--- src/design/tcb_defs.svh ---
// bus and memory sizes; TCB_DW must stay 32 for the RISC-V word view, memory depth a power of two
`ifndef TCB_DEFS_SVH
`define TCB_DEFS_SVH

//////////////////////////////////////////////////
// bus geometry
//////////////////////////////////////////////////

// byte address width
`define TCB_AW 32

// data width, one RISC-V word
`define TCB_DW 32

// one enable per byte lane
`define TCB_BW (`TCB_DW/8)

//////////////////////////////////////////////////
// subordinate and tracer sizes
//////////////////////////////////////////////////

// word count, word index at or above this errors
`define TCB_MEM_WORDS 256

// transfer and error counters, both wrap
`define TCB_CNT_W 16

`endif

--- src/design/tcb_pkg.sv ---
// word views for the tracer only; the instruction view assumes 32-bit RV base encodings
`default_nettype none

`include "tcb_defs.svh"

package tcb_pkg;

  //////////////////////////////////////////////////
  // data word, raw or decoded as an instruction
  //////////////////////////////////////////////////

  // same bits seen two ways
  // raw for data, ins for fetched instructions
  typedef union packed {
    // plain bus data
    logic [`TCB_DW-1:0] raw;
    // RISC-V base layout, msb first
    struct packed {
      // upper function bits
      logic [6:0] funct7;
      // second source register
      logic [4:0] rs2;
      // first source register
      logic [4:0] rs1;
      // minor function code
      logic [2:0] funct3;
      // destination register
      logic [4:0] rd;
      // major opcode, low 7 bits
      logic [6:0] opcode;
    } ins;
  } rv_word_t;

  // note: compressed encodings are not split out here,
  // a 16-bit fetch shows up in the low half of opcode/rd
  // and the rest are don't care

  // field use per opcode is left to whoever reads the trace,
  // only the fixed positions are given

  // no funct7/rs2 outputs exist yet,
  // they stay in the union for later decode

endpackage

`default_nettype wire

--- src/design/tcb_if.sv ---
// single manager TCB, one-cycle request, response valid only in the cycle after acceptance
`timescale 1ns/1ps
`default_nettype none

`include "tcb_defs.svh"

interface tcb_if (
  input logic bus,
  input logic rst_n
);

  // request, from manager
  logic              vld;
  logic              wen;
  logic [`TCB_AW-1:0] adr;
  logic [`TCB_BW-1:0] ben;
  logic [`TCB_DW-1:0] wdt;

  // response, from subordinate
  logic [`TCB_DW-1:0] rdt;
  logic              err;
  // backpressure, low only for write turnaround
  logic              rdy;

  // request side
  modport man (
    input  bus, rst_n,
    output vld, wen, adr, ben, wdt,
    input  rdt, err, rdy
  );

  // memory side
  modport sub (
    input  bus, rst_n,
    input  vld, wen, adr, ben, wdt,
    output rdt, err, rdy
  );

  // observer, never drives
  modport mon (
    input bus, rst_n,
    input vld, wen, adr, ben, wdt,
    input rdt, err, rdy
  );

endinterface

`default_nettype wire

--- src/design/tcb_trace_mon.sv ---
// passive tracer, response delay fixed at one, decode fields zero unless the qualifier is set
`timescale 1ns/1ps
`default_nettype none

`include "tcb_defs.svh"

module tcb_trace_mon (
  tcb_if.mon                 bus,
  // debug qualifiers, sampled with the request
  input  logic               dbg_ifu,
  input  logic               dbg_lsu,
  input  logic               dbg_gpr,
  // trace record
  output logic               trace_vld,
  output logic               trace_wen,
  output logic               trace_err,
  output logic [`TCB_AW-1:0] trace_adr,
  output logic [`TCB_BW-1:0] trace_ben,
  output tcb_pkg::rv_word_t  trace_dat,
  output logic               trace_ifu,
  output logic               trace_lsu,
  output logic               trace_gpr,
  // fetch decode
  output logic [6:0]         trace_opcode,
  output logic [2:0]         trace_funct3,
  output logic [4:0]         trace_rd,
  output logic [4:0]         trace_rs1,
  // gpr index from address
  output logic [4:0]         trace_reg,
  // statistics
  output logic [`TCB_CNT_W-1:0] xfer_cnt,
  output logic [`TCB_CNT_W-1:0] err_cnt
);

  import tcb_pkg::*;

  //////////////////////////////////////////////////
  // delay stage, request held until its response
  //////////////////////////////////////////////////

  // accepted transfer waiting for response
  logic               dly_vld;
  logic               dly_wen;
  logic [`TCB_AW-1:0] dly_adr;
  logic [`TCB_BW-1:0] dly_ben;
  logic [`TCB_DW-1:0] dly_wdt;
  logic               dly_ifu;
  logic               dly_lsu;
  logic               dly_gpr;

  // record data, decoded through the union
  rv_word_t           rec_dat;

  always_ff @(posedge bus.bus) begin
    if (!bus.rst_n) begin
      dly_vld <= 1'b0;
    end else begin
      dly_vld <= bus.vld & bus.rdy;
    end
  end

  // payload only moves on acceptance
  always_ff @(posedge bus.bus) begin
    if (bus.vld && bus.rdy) begin
      dly_wen <= bus.wen;
      dly_adr <= bus.adr;
      dly_ben <= bus.ben;
      dly_wdt <= bus.wdt;
      dly_ifu <= dbg_ifu;
      dly_lsu <= dbg_lsu;
      dly_gpr <= dbg_gpr;
    end
  end

  //////////////////////////////////////////////////
  // record stage
  //////////////////////////////////////////////////

  // writes trace their own data, reads the live rdt
  always_comb begin
    rec_dat.raw = dly_wen ? dly_wdt : bus.rdt;
  end

  // one record per completed transfer
  always_ff @(posedge bus.bus) begin
    if (!bus.rst_n) begin
      trace_vld <= 1'b0;
    end else begin
      trace_vld <= dly_vld;
    end
  end

  always_ff @(posedge bus.bus) begin
    if (dly_vld) begin
      trace_wen <= dly_wen;
      trace_adr <= dly_adr;
      trace_ben <= dly_ben;
      trace_dat <= rec_dat;
      // err is live, same cycle as rdt
      trace_err <= bus.err;
      trace_ifu <= dly_ifu;
      trace_lsu <= dly_lsu;
      trace_gpr <= dly_gpr;
      // instruction fields only for fetches
      trace_opcode <= dly_ifu ? rec_dat.ins.opcode : '0;
      trace_funct3 <= dly_ifu ? rec_dat.ins.funct3 : '0;
      trace_rd     <= dly_ifu ? rec_dat.ins.rd     : '0;
      trace_rs1    <= dly_ifu ? rec_dat.ins.rs1    : '0;
      // register file mapped at word granularity
      trace_reg    <= dly_gpr ? dly_adr[6:2] : '0;
    end
  end

  //////////////////////////////////////////////////
  // statistics
  //////////////////////////////////////////////////

  // same edge as the record, both wrap
  always_ff @(posedge bus.bus) begin
    if (!bus.rst_n) begin
      xfer_cnt <= '0;
      err_cnt  <= '0;
    end else if (dly_vld) begin
      xfer_cnt <= xfer_cnt + 1'b1;
      if (bus.err) begin
        err_cnt <= err_cnt + 1'b1;
      end
    end
  end

endmodule

`default_nettype wire

--- src/flat_wrapper.sv ---
// flat-port wrapper written by rule: the top's interface ports become plain ports
module tcb_trace_mon_flat import tcb_pkg::*;
  (dbg_ifu, dbg_lsu, dbg_gpr, trace_vld, trace_wen, trace_err, trace_adr, trace_ben, trace_dat, trace_ifu, trace_lsu, trace_gpr, trace_opcode, trace_funct3, trace_rd, trace_rs1, trace_reg, xfer_cnt, err_cnt, bus, rst_n, bus_vld, bus_wen, bus_adr, bus_ben, bus_wdt, bus_rdt, bus_err, bus_rdy);
  tcb_if bus_i (.bus(bus), .rst_n(rst_n));
  input  logic dbg_ifu;
  input  logic dbg_lsu;
  input  logic dbg_gpr;
  output logic trace_vld;
  output logic trace_wen;
  output logic trace_err;
  output logic [`TCB_AW-1:0] trace_adr;
  output logic [`TCB_BW-1:0] trace_ben;
  output tcb_pkg::rv_word_t trace_dat;
  output logic trace_ifu;
  output logic trace_lsu;
  output logic trace_gpr;
  output logic [6:0] trace_opcode;
  output logic [2:0] trace_funct3;
  output logic [4:0] trace_rd;
  output logic [4:0] trace_rs1;
  output logic [4:0] trace_reg;
  output logic [`TCB_CNT_W-1:0] xfer_cnt;
  output logic [`TCB_CNT_W-1:0] err_cnt;
  input wire logic bus;
  input wire logic rst_n;
  input wire logic [$bits(bus_i.vld)-1:0] bus_vld;
  input wire logic [$bits(bus_i.wen)-1:0] bus_wen;
  input wire logic [$bits(bus_i.adr)-1:0] bus_adr;
  input wire logic [$bits(bus_i.ben)-1:0] bus_ben;
  input wire logic [$bits(bus_i.wdt)-1:0] bus_wdt;
  input wire logic [$bits(bus_i.rdt)-1:0] bus_rdt;
  input wire logic [$bits(bus_i.err)-1:0] bus_err;
  input wire logic [$bits(bus_i.rdy)-1:0] bus_rdy;
  assign bus_i.vld = bus_vld;
  assign bus_i.wen = bus_wen;
  assign bus_i.adr = bus_adr;
  assign bus_i.ben = bus_ben;
  assign bus_i.wdt = bus_wdt;
  assign bus_i.rdt = bus_rdt;
  assign bus_i.err = bus_err;
  assign bus_i.rdy = bus_rdy;
  tcb_trace_mon u_core (.bus(bus_i), .dbg_ifu(dbg_ifu), .dbg_lsu(dbg_lsu), .dbg_gpr(dbg_gpr), .trace_vld(trace_vld), .trace_wen(trace_wen), .trace_err(trace_err), .trace_adr(trace_adr), .trace_ben(trace_ben), .trace_dat(trace_dat), .trace_ifu(trace_ifu), .trace_lsu(trace_lsu), .trace_gpr(trace_gpr), .trace_opcode(trace_opcode), .trace_funct3(trace_funct3), .trace_rd(trace_rd), .trace_rs1(trace_rs1), .trace_reg(trace_reg), .xfer_cnt(xfer_cnt), .err_cnt(err_cnt));
endmodule
--- config.mk ---
export PLATFORM = sky130hd
export DESIGN_NAME = tcb_trace_mon_flat
export DESIGN_NICKNAME = d
export VERILOG_FILES = /design/src/design/tcb_pkg.sv /design/src/design/tcb_if.sv /design/src/design/tcb_trace_mon.sv /design/src/flat_wrapper.sv
export VERILOG_INCLUDE_DIRS = /design/src /design/src/design
export SDC_FILE = /design/constraint.sdc
export NUM_CORES = 1
export LEC_CHECK = 0
export ABC_AREA = 1
export ABC_CLOCK_PERIOD_IN_PS = 3880
export BUFFER_PORTS_ARGS = -buffer_cell sky130_fd_sc_hd__buf_2
export CELL_PAD_IN_SITES_DETAIL_PLACEMENT = 1
export CELL_PAD_IN_SITES_GLOBAL_PLACEMENT = 1
export CORE_MARGIN = 2
export CORE_UTILIZATION = 36
export CTS_BUF_LIST = sky130_fd_sc_hd__clkbuf_4 sky130_fd_sc_hd__clkbuf_8 sky130_fd_sc_hd__clkbuf_16
export DETAILED_ROUTE_END_ITERATION = 7
export GPL_ROUTABILITY_DRIVEN = 0
export HOLD_SLACK_MARGIN = 0.1
export MAX_ROUTING_LAYER = met4
export PLACE_DENSITY = 0.75
export SLEW_MARGIN = 20
export SYNTH_ARGS = -nofsm -noshare
export SYNTH_HDL_FRONTEND = slang
export SYNTH_SLANG_ARGS = --single-unit
--- constraint.sdc ---
create_clock -name bus -period 3.88 [get_ports bus]
set_input_delay 0.388 -clock bus [delete_from_list [all_inputs] [get_ports bus]]
set_output_delay 0.388 -clock bus [all_outputs]
set_load 0.05 [all_outputs]
## Word-level counts from Yosys, hierarchy flattened

Cells that the tools add are included.

- Input port bits: 109
- Flip-flop bits (word level): 204
- Word-level logic and storage cells: 30

- Reduce and logical (&&, ||, !) cells: 2
- Add/sub/neg operators: 2
- Bitwise gates (word level): 1
- Mux-type cells: 1

Operators by type and width:

| kind | number |
|---|---|
| adder 16 x 1 -> 16 bit, second input constant | 2 |
| two-way mux 32 bit | 1 |
| AND reduction 2 bit | 1 |
| AND 1 bit | 1 |
| logical AND 1 bit | 1 |

## Logic depth before layout (Yosys ltp)

Gate-level depths: netlist (run 1).

- Depth after elaboration: 1
- Gate-level depth with buffers: 9

## Worst setup path before layout (run 1)

No wires, ideal clock.

- Kind: register to register
- Start point: register u_core.dly_vld
- End point: register u_core.err_cnt[11]
- Library setup time: 0.116 ns
- Setup slack: 0.236 ns
- Data required time: 3.764 ns
- Data arrival time: 3.528 ns
- Stages on the path, launching flop included: 6
- Cells stage by stage: dfxtp_1 > nand2_2 > nor2_2 > nand4_1 > o21ai_0 > nor2_1

- Word-level cells in the longest chain between the ends: 1

RTL lines:

| what | RTL line | RTL |
|---|---|---|
| from (decl) | tcb_trace_mon.sv:42 | `logic dly_vld;` |
| from (signal assigned) | tcb_trace_mon.sv:58 | `dly_vld <= bus.vld & bus.rdy;` |
| AND reduction 2 bit (no line) | n/a |  |
| to (signal assigned) | tcb_trace_mon.sv:126 | `err_cnt <= err_cnt + 1'b1;` |
| to (decl) | tcb_trace_mon.sv:32 | `` output logic [`TCB_CNT_W-1:0] err_cnt `` |

No other way between the ends.
A chain may end at the register's enable or synchronous reset.

## Final worst setup path (run 1)

- Start point: register u_core.dly_wen
- End point: register u_core.trace_rd[4], data pin

- Word-level cells in the longest chain between the ends: 1

RTL lines:

| what | RTL line | RTL |
|---|---|---|
| from (decl) | tcb_trace_mon.sv:43 | `logic dly_wen;` |
| from (signal assigned) | tcb_trace_mon.sv:65 | `dly_wen <= bus.wen;` |
| two-way mux 32 bit | tcb_trace_mon.sv:81 | `rec_dat.raw = dly_wen ? dly_wdt : bus.rdt;` |
| to (signal assigned) | tcb_trace_mon.sv:107 | `trace_rd <= dly_ifu ? rec_dat.ins.rd : '0;` |
| to (decl) | tcb_trace_mon.sv:26 | `output logic [4:0] trace_rd,` |

No other way between the ends.

==> results of run 1 <==
## where the power goes
group	switching, W	internal [W]
Combinational	0.000339	0.000148
Sequential	0.0000456	0.00250
Clock	0.000885	0.00138
## worst reg2reg max path, cell delays in order, from the launching register on
cell	delay [ns]
edfxtp_1	0.33
buf_4	0.35
clkinv_1	0.92
nand2_1	0.45
a21oi_1	0.14
## timing repair
action                    in CTS  in global routing
hold buffers                  73                  0
hold endpoints to repair      73                  0
gates resized for setup        0                  0
## layout by cell type (no fill, tap or decap), types with 13 or more instances in the layout
cell type	synthesis	layout
nand2_1	155	155
nor2_1	44	44
dfxtp_1	34	33
buf_2	4	239
dlygate4sd3_1	0	73
nand3_1	13	13
clkbuf_16	0	23
edfxtp_1	170	170
inv_1	42	40
a21oi_1	36	36
## final cells by class
cell class                      count  share of cell area
Tap cell                          270             0.03253
Multi-Input combinational cell    298              0.1296
Inverter                           45             0.01638
Timing Repair Buffer              316              0.1884
Sequential cell                   204              0.5574
Antenna cell                        2           0.0004819
Clock inverter                     14             0.01759
Clock buffer                       26             0.05758
## layer usage
| metal | part of all wire | track usage | vias to the layer above |
|---|---|---|---|
| met4 | 0.025 | 0.05962 | 0 |
| met5 | 0 | - | - |
| met2 | 0.50 | 0.3484 | 258 |
| li1 | - | - | 2579 |
| met3 | 0.083 | 0.05000 | 33 |
| met1 | 0.39 | 0.2371 | 2606 |
## stage by stage
| stage | worst slack [ns] | total power, W |
|---|---|---|
| 5_1_grt | 1.206 | 0.005476 |
| 4_1_cts | 1.720 | 0.005323 |
| 3_3_place_gp | 1.929 | 0.002990 |
| 2_1_floorplan | 0.2362 | 0.002855 |
| 6_report | 1.427 | 0.005297 |
| 3_5_place_dp | 1.775 | 0.003006 |
## worst max path at each step
stage,endpoint,slack (ns)
2_1_floorplan,u_core.err_cnt[11]$_SDFFE_PN0P_,0.24
3_3_place_gp,u_core.xfer_cnt[1]$_SDFFE_PN0P_,1.93
3_5_place_dp,u_core.trace_rs1[3]$_SDFFCE_PN0P_,1.78
4_1_cts,u_core.trace_rs1[2]$_SDFFCE_PN0P_,1.72
5_1_grt,u_core.trace_rd[4]$_SDFFCE_PN0P_,1.21
6_report,u_core.trace_rd[4]$_SDFFCE_PN0P_,1.43
## logic make-up (layout without fill, tap and decap cells)
| family | after synthesis | after routing |
|---|---|---|
| and+or+nand+nor | 240 | 240 |
| DFF | 204 | 204 |
| AOI/OAI and AO/OA | 56 | 56 |
| adders and majority gates | 2 | 2 |
| other | 0 | 2 |
| buffers and inverters | 58 | 401 |
==> impl_metrics.tcl, run 1 <==
set metrics [dict create \
    synth.most_common_cell "edfxtp_1" \
    cap_violations 0 \
    setup_tns_ns 0 \
    cts_sinks 204 \
    leakage_nw 4.269 \
    crit_cells 4 \
    cp.required_ns 4.09 \
    critical_path_buf_inv_count 2 \
    async_reset_ff_frac 0 \
    drt-wirelength-per-cell_um 18.27 \
    cp_cell_sequence "buf_4, clkinv_1, nand2_1, a21oi_1" \
    syn_nets 671 \
    clk_latency_ns 0.50 \
    cpMaxStageDelayCell "clkinv_1" \
    cp_top_family "buffers and inverters" \
    whs_path_depth 3 \
    first_iter_violations 281 \
    synthAdderAreaFrac 0.003399 \
    antenna_found_initial 2 \
    io-pin-count 240 \
    place_area_um2 8870 \
    path_max_fanout 34 \
    slowest_delay_ns 0.91 \
    ys_top_cells_by_count "170 x edfxtp_1, 155 x nand2_1, 44 x nor2_1" \
    die_h_um 147.0 \
    synth-edff-count 170 \
    drt_pre_antenna_iters 4 \
    whs_ns 0.1616 \
    max_freq_ghz 0.4077 \
    fill_cells 2180 \
    synth-xor-area-share 0 \
    grt_pass1_vias 5752 \
    slew_violations 0 \
    ys_types 29 \
    postRouteAntennaNets 0 \
    post-cts-setup-buffers 0 \
    syn_avg_cell_area_um2 13.15 \
    initial_core_util 0.3650 \
    hpwl_um 13350 \
    pwr_density_cell_nw_per_um2 510.0 \
    fin_crit_sh 0.6322 \
    vias_per_cell 4.660 \
    setup_viol 0 \
    cts_tree "done" \
    tightest_slew_ns 1.037 \
    seq_area_frac_synth 0.7859 \
    synth_compound_area_frac 0.03892 \
    cp-end-kind "flip-flop" \
    min-delay-start "bus_rdt[20]" \
    area_growth_pct 41.08 \
    cts_buffers 23 \
    status "complete, no violations" \
    crit_arrival_ns 2.66 \
    seq_area_um2 5789 \
    vias 5476 \
    synth_simple_gate_area_frac 0.1406 \
    hold_path_class "in2reg" \
    whs_endpoint "u_core.trace_dat[20]$_DFFE_PP_" \
    timing.rr.end "u_core.trace_rd[4]$_SDFFCE_PN0P_" \
    remaining_drc_errors 0 \
    yosys_register_bits 204 \
    layout-drive-gt1-share 0.3322 \
    ys_warn_count 0 \
    relSlewSlack 0.3046 \
    rows 52 \
    synth_top_family_by_area "simple AND/OR/NAND/NOR gates" \
    finClkSkew_ns 0.01018 \
    rsz0062_at_grt "no" \
    clk_pin_slew_ns 0.07 \
    setup.worst_path.start "u_core.dly_wen$_DFFE_PP_" \
    syn_area_um2 7362 \
    ir_drop_mv 0.2651 \
    design_area_um2 10390 \
    core_area_um2 20170 \
    r2r-start "u_core.dly_wen$_DFFE_PP_" \
    multi_input_area_um2 1346 \
    yosysTopAreaCellShare 0.6934 \
    portBuffers 239 \
    dieArea_um2 21610 \
    reg2reg_setup_slack_ns 1.43 \
    layout.cells.non_filler 1175 \
    reg2regPathDepth 4 \
    nNetsFinal 999 \
    root_buffer "clkbuf_16" \
    gr-total-overflow 0 \
    start_kind "flip-flop" \
    critPathKind "reg2reg" \
    synth_ff_type "edfxtp_1" \
    yosys.area.top_type "edfxtp_1" \
    post-route-min-period_ns 2.453 \
    syn_inst 560 \
    synth_area_leaders "edfxtp_1 69%, dfxtp_1 9.2%, nand2_1 7.9%" \
    placed_cells 1060 \
    fin_util 0.5150 \
    grt_pass1_wl_um 32810 \
    grt_use_total 0.2026 \
    htreeDepth 1 \
    drt_wl_total_um 21470 \
    die_w_um 147.0 \
    hold_viol 0 \
    synth_mux_area_frac 0 \
    grt_max_degree 69 \
    cts.path.max_buffers 3 \
]
No activity file was read; power rests on OpenSTA's default activity.
==> run 2: changes to the inputs <==
Settings changed: ABC_CLOCK_PERIOD_IN_PS 3880 to 2400, CORE_UTILIZATION 36 to 39, PLACE_DENSITY 0.75 to 0.77.
Clock period 3.88 ns to 2.4 ns, I/O delays scaled along.
==> run 2 against run 1 <==
Critical path depth stayed put. Sequential share of layout area decreased by 1.2 points. Routed wire length grew 6.8%. Critical endpoint is now u_core.trace_funct3[2]$_SDFFCE_PN0P_. Highest routed layer unchanged.
==> impl_metrics.tcl, run 2 (synthesis gave the netlist of run 1 again) <==
set metrics [dict create \
    status "complete, no violations" \
    post-cts-setup-buffers 0 \
    cts_hold_buf 105 \
    place_area_um2 8857 \
    antenna_found_initial 1 \
    grt_use_total 0.2306 \
    leakage_nw 4.382 \
    reg2reg_setup_slack_ns 0.75 \
    dieArea_um2 19990 \
    crit_cells 4 \
    cts.path.max_buffers 3 \
    cp-end-kind "flip-flop" \
    hpwl_um 13460 \
    cp_top_family "buffers and inverters" \
    r2r-start "u_core.dly_wen$_DFFE_PP_" \
    post-route-min-period_ns 1.648 \
    remaining_drc_errors 0 \
    ctsResizeCount 0 \
    initial_core_util 0.3949 \
    cp.required_ns 2.70 \
    first_iter_violations 256 \
    drt_pre_antenna_iters 4 \
    path_max_fanout 17 \
    root_buffer "clkbuf_16" \
    critPathKind "reg2reg" \
    die_h_um 141.4 \
    cts_tree "done" \
    grt_max_degree 73 \
    timing.rr.end "u_core.trace_funct3[2]$_SDFFCE_PN0P_" \
    cts_buffers 22 \
    core_area_um2 18640 \
    drt-wirelength-per-cell_um 19.59 \
    max_freq_ghz 0.6068 \
    rows 50 \
    clk_latency_ns 0.49 \
    pwr_density_cell_nw_per_um2 779.7 \
    io-pin-count 240 \
    gr-total-overflow 0 \
    vias 5645 \
    crit_arrival_ns 1.95 \
    total_power_w 0.008280 \
    cpMaxStageDelayCell "inv_1" \
    portBuffers 239 \
    final_cell_mix "239 x buf_2, 170 x edfxtp_1, 155 x nand2_1" \
    fill_cells 2002 \
    relSlewSlack 0.5153 \
    reg2regPathDepth 4 \
    vias_per_cell 4.821 \
    postRouteAntennaNets 0 \
    nNetsFinal 1031 \
    slowest_delay_ns 0.42 \
    die_w_um 141.4 \
    drt_wl_total_um 22940 \
    rsz0062_at_grt "no" \
    clk_pin_slew_ns 0.06 \
    tightest_slew_ns 0.7262 \
    slew_violations 0 \
    setup_viol 0 \
    layout-drive-gt1-share 0.3205 \
    design_area_um2 10620 \
    finClkSkew_ns 0.01301 \
    final_common_cell "buf_2" \
    grt_pass1_vias 6047 \
    area_growth_pct 44.24 \
    setup_tns_ns 0 \
    grt_pass1_wl_um 34200 \
    htreeDepth 1 \
    hold_path_class "in2reg" \
    critical_path_buf_inv_count 2 \
    fin_crit_sh 0.6867 \
    ir_drop_mv 0.3521 \
    endpoint "u_core.trace_funct3[2]$_SDFFCE_PN0P_" \
    start_kind "flip-flop" \
    cp_cell_sequence "inv_1, buf_4, nand2_1, a21oi_1" \
    cap_violations 0 \
    cts_sinks 204 \
    hold_viol 0 \
    setup.worst_path.start "u_core.dly_wen$_DFFE_PP_" \
]
-- run 2: cell types whose count changed in the layout (fill, tap and decap cells not counted), moves of 2 or more --
cell	before	now
dlygate4sd3_1	73	105
bufinv_16	4	1
buf_12	0	2
clkbuf_4	3	5
-- run 2: worst reg2reg max path: cells and delay by family, from the launching register on --
family	cells	cell delay [ns]
buffers and inverters	2	0.76
flip-flops	1	0.38
AO/OA/AOI/OAI	1	0.20
AND/OR/NAND/NOR	1	0.13
-- run 2: how the worst min path moves through the flow --
stage               cells past startpoint                              to                          from
global route                            3  u_core.trace_dat[19]$_DFFE_PP_                   bus_rdt[19]
detailed placement                      0  u_core.trace_adr[23]$_DFFE_PP_  u_core.dly_adr[23]$_DFFE_PP_
floorplan                               0     u_core.dly_adr[0]$_DFFE_PP_                    bus_adr[0]
global placement                        0  u_core.trace_adr[13]$_DFFE_PP_  u_core.dly_adr[13]$_DFFE_PP_
CTS                                     3  u_core.trace_dat[19]$_DFFE_PP_                   bus_rdt[19]
finish                                  3  u_core.trace_dat[19]$_DFFE_PP_                   bus_rdt[19]
-- run 2: area by class of cell --
type	count	area (µm²)	area share
Antenna cell	1	2.502	0.0002357
Clock buffer	29	626.9	0.05903
Clock inverter	11	81.33	0.007659
Inverter	45	170.2	0.01602
Multi-Input combinational cell	298	1346	0.1268
Sequential cell	204	5789	0.5452
Tap cell	234	292.8	0.02757
Timing Repair Buffer	349	2310	0.2175
-- run 2: where the power goes --
part	total, W	internal (W)	switching [W]
logic	0.000854	0.000277	0.000577
registers	0.00411	0.00404	0.0000720
clock network	0.00331	0.00195	0.00136
total	0.00828	0.00627	0.00201
-- run 2: through the flow --
step                      instances  utilization  worst slack (ns)  hold WS (ns)
final                          1171       0.5696            0.7520        0.1114
after floorplan                 560            -            0.2762        0.3389
after detailed placement       1025       0.4751            0.7914        0.4063
after CTS                      1170       0.5695            0.7844        0.1085
after global routing           1171       0.5696            0.6037        0.1192
after global placement         1025       0.4751            0.8586        0.4000
-- run 2: per-layer routing --
metal,track usage,vias up,share of wire
li1,-,2645,-
met1,0.2564,2697,0.39
met2,0.4047,247,0.51
met3,0.05670,56,0.073
met4,0.08263,0,0.033
met5,-,-,0
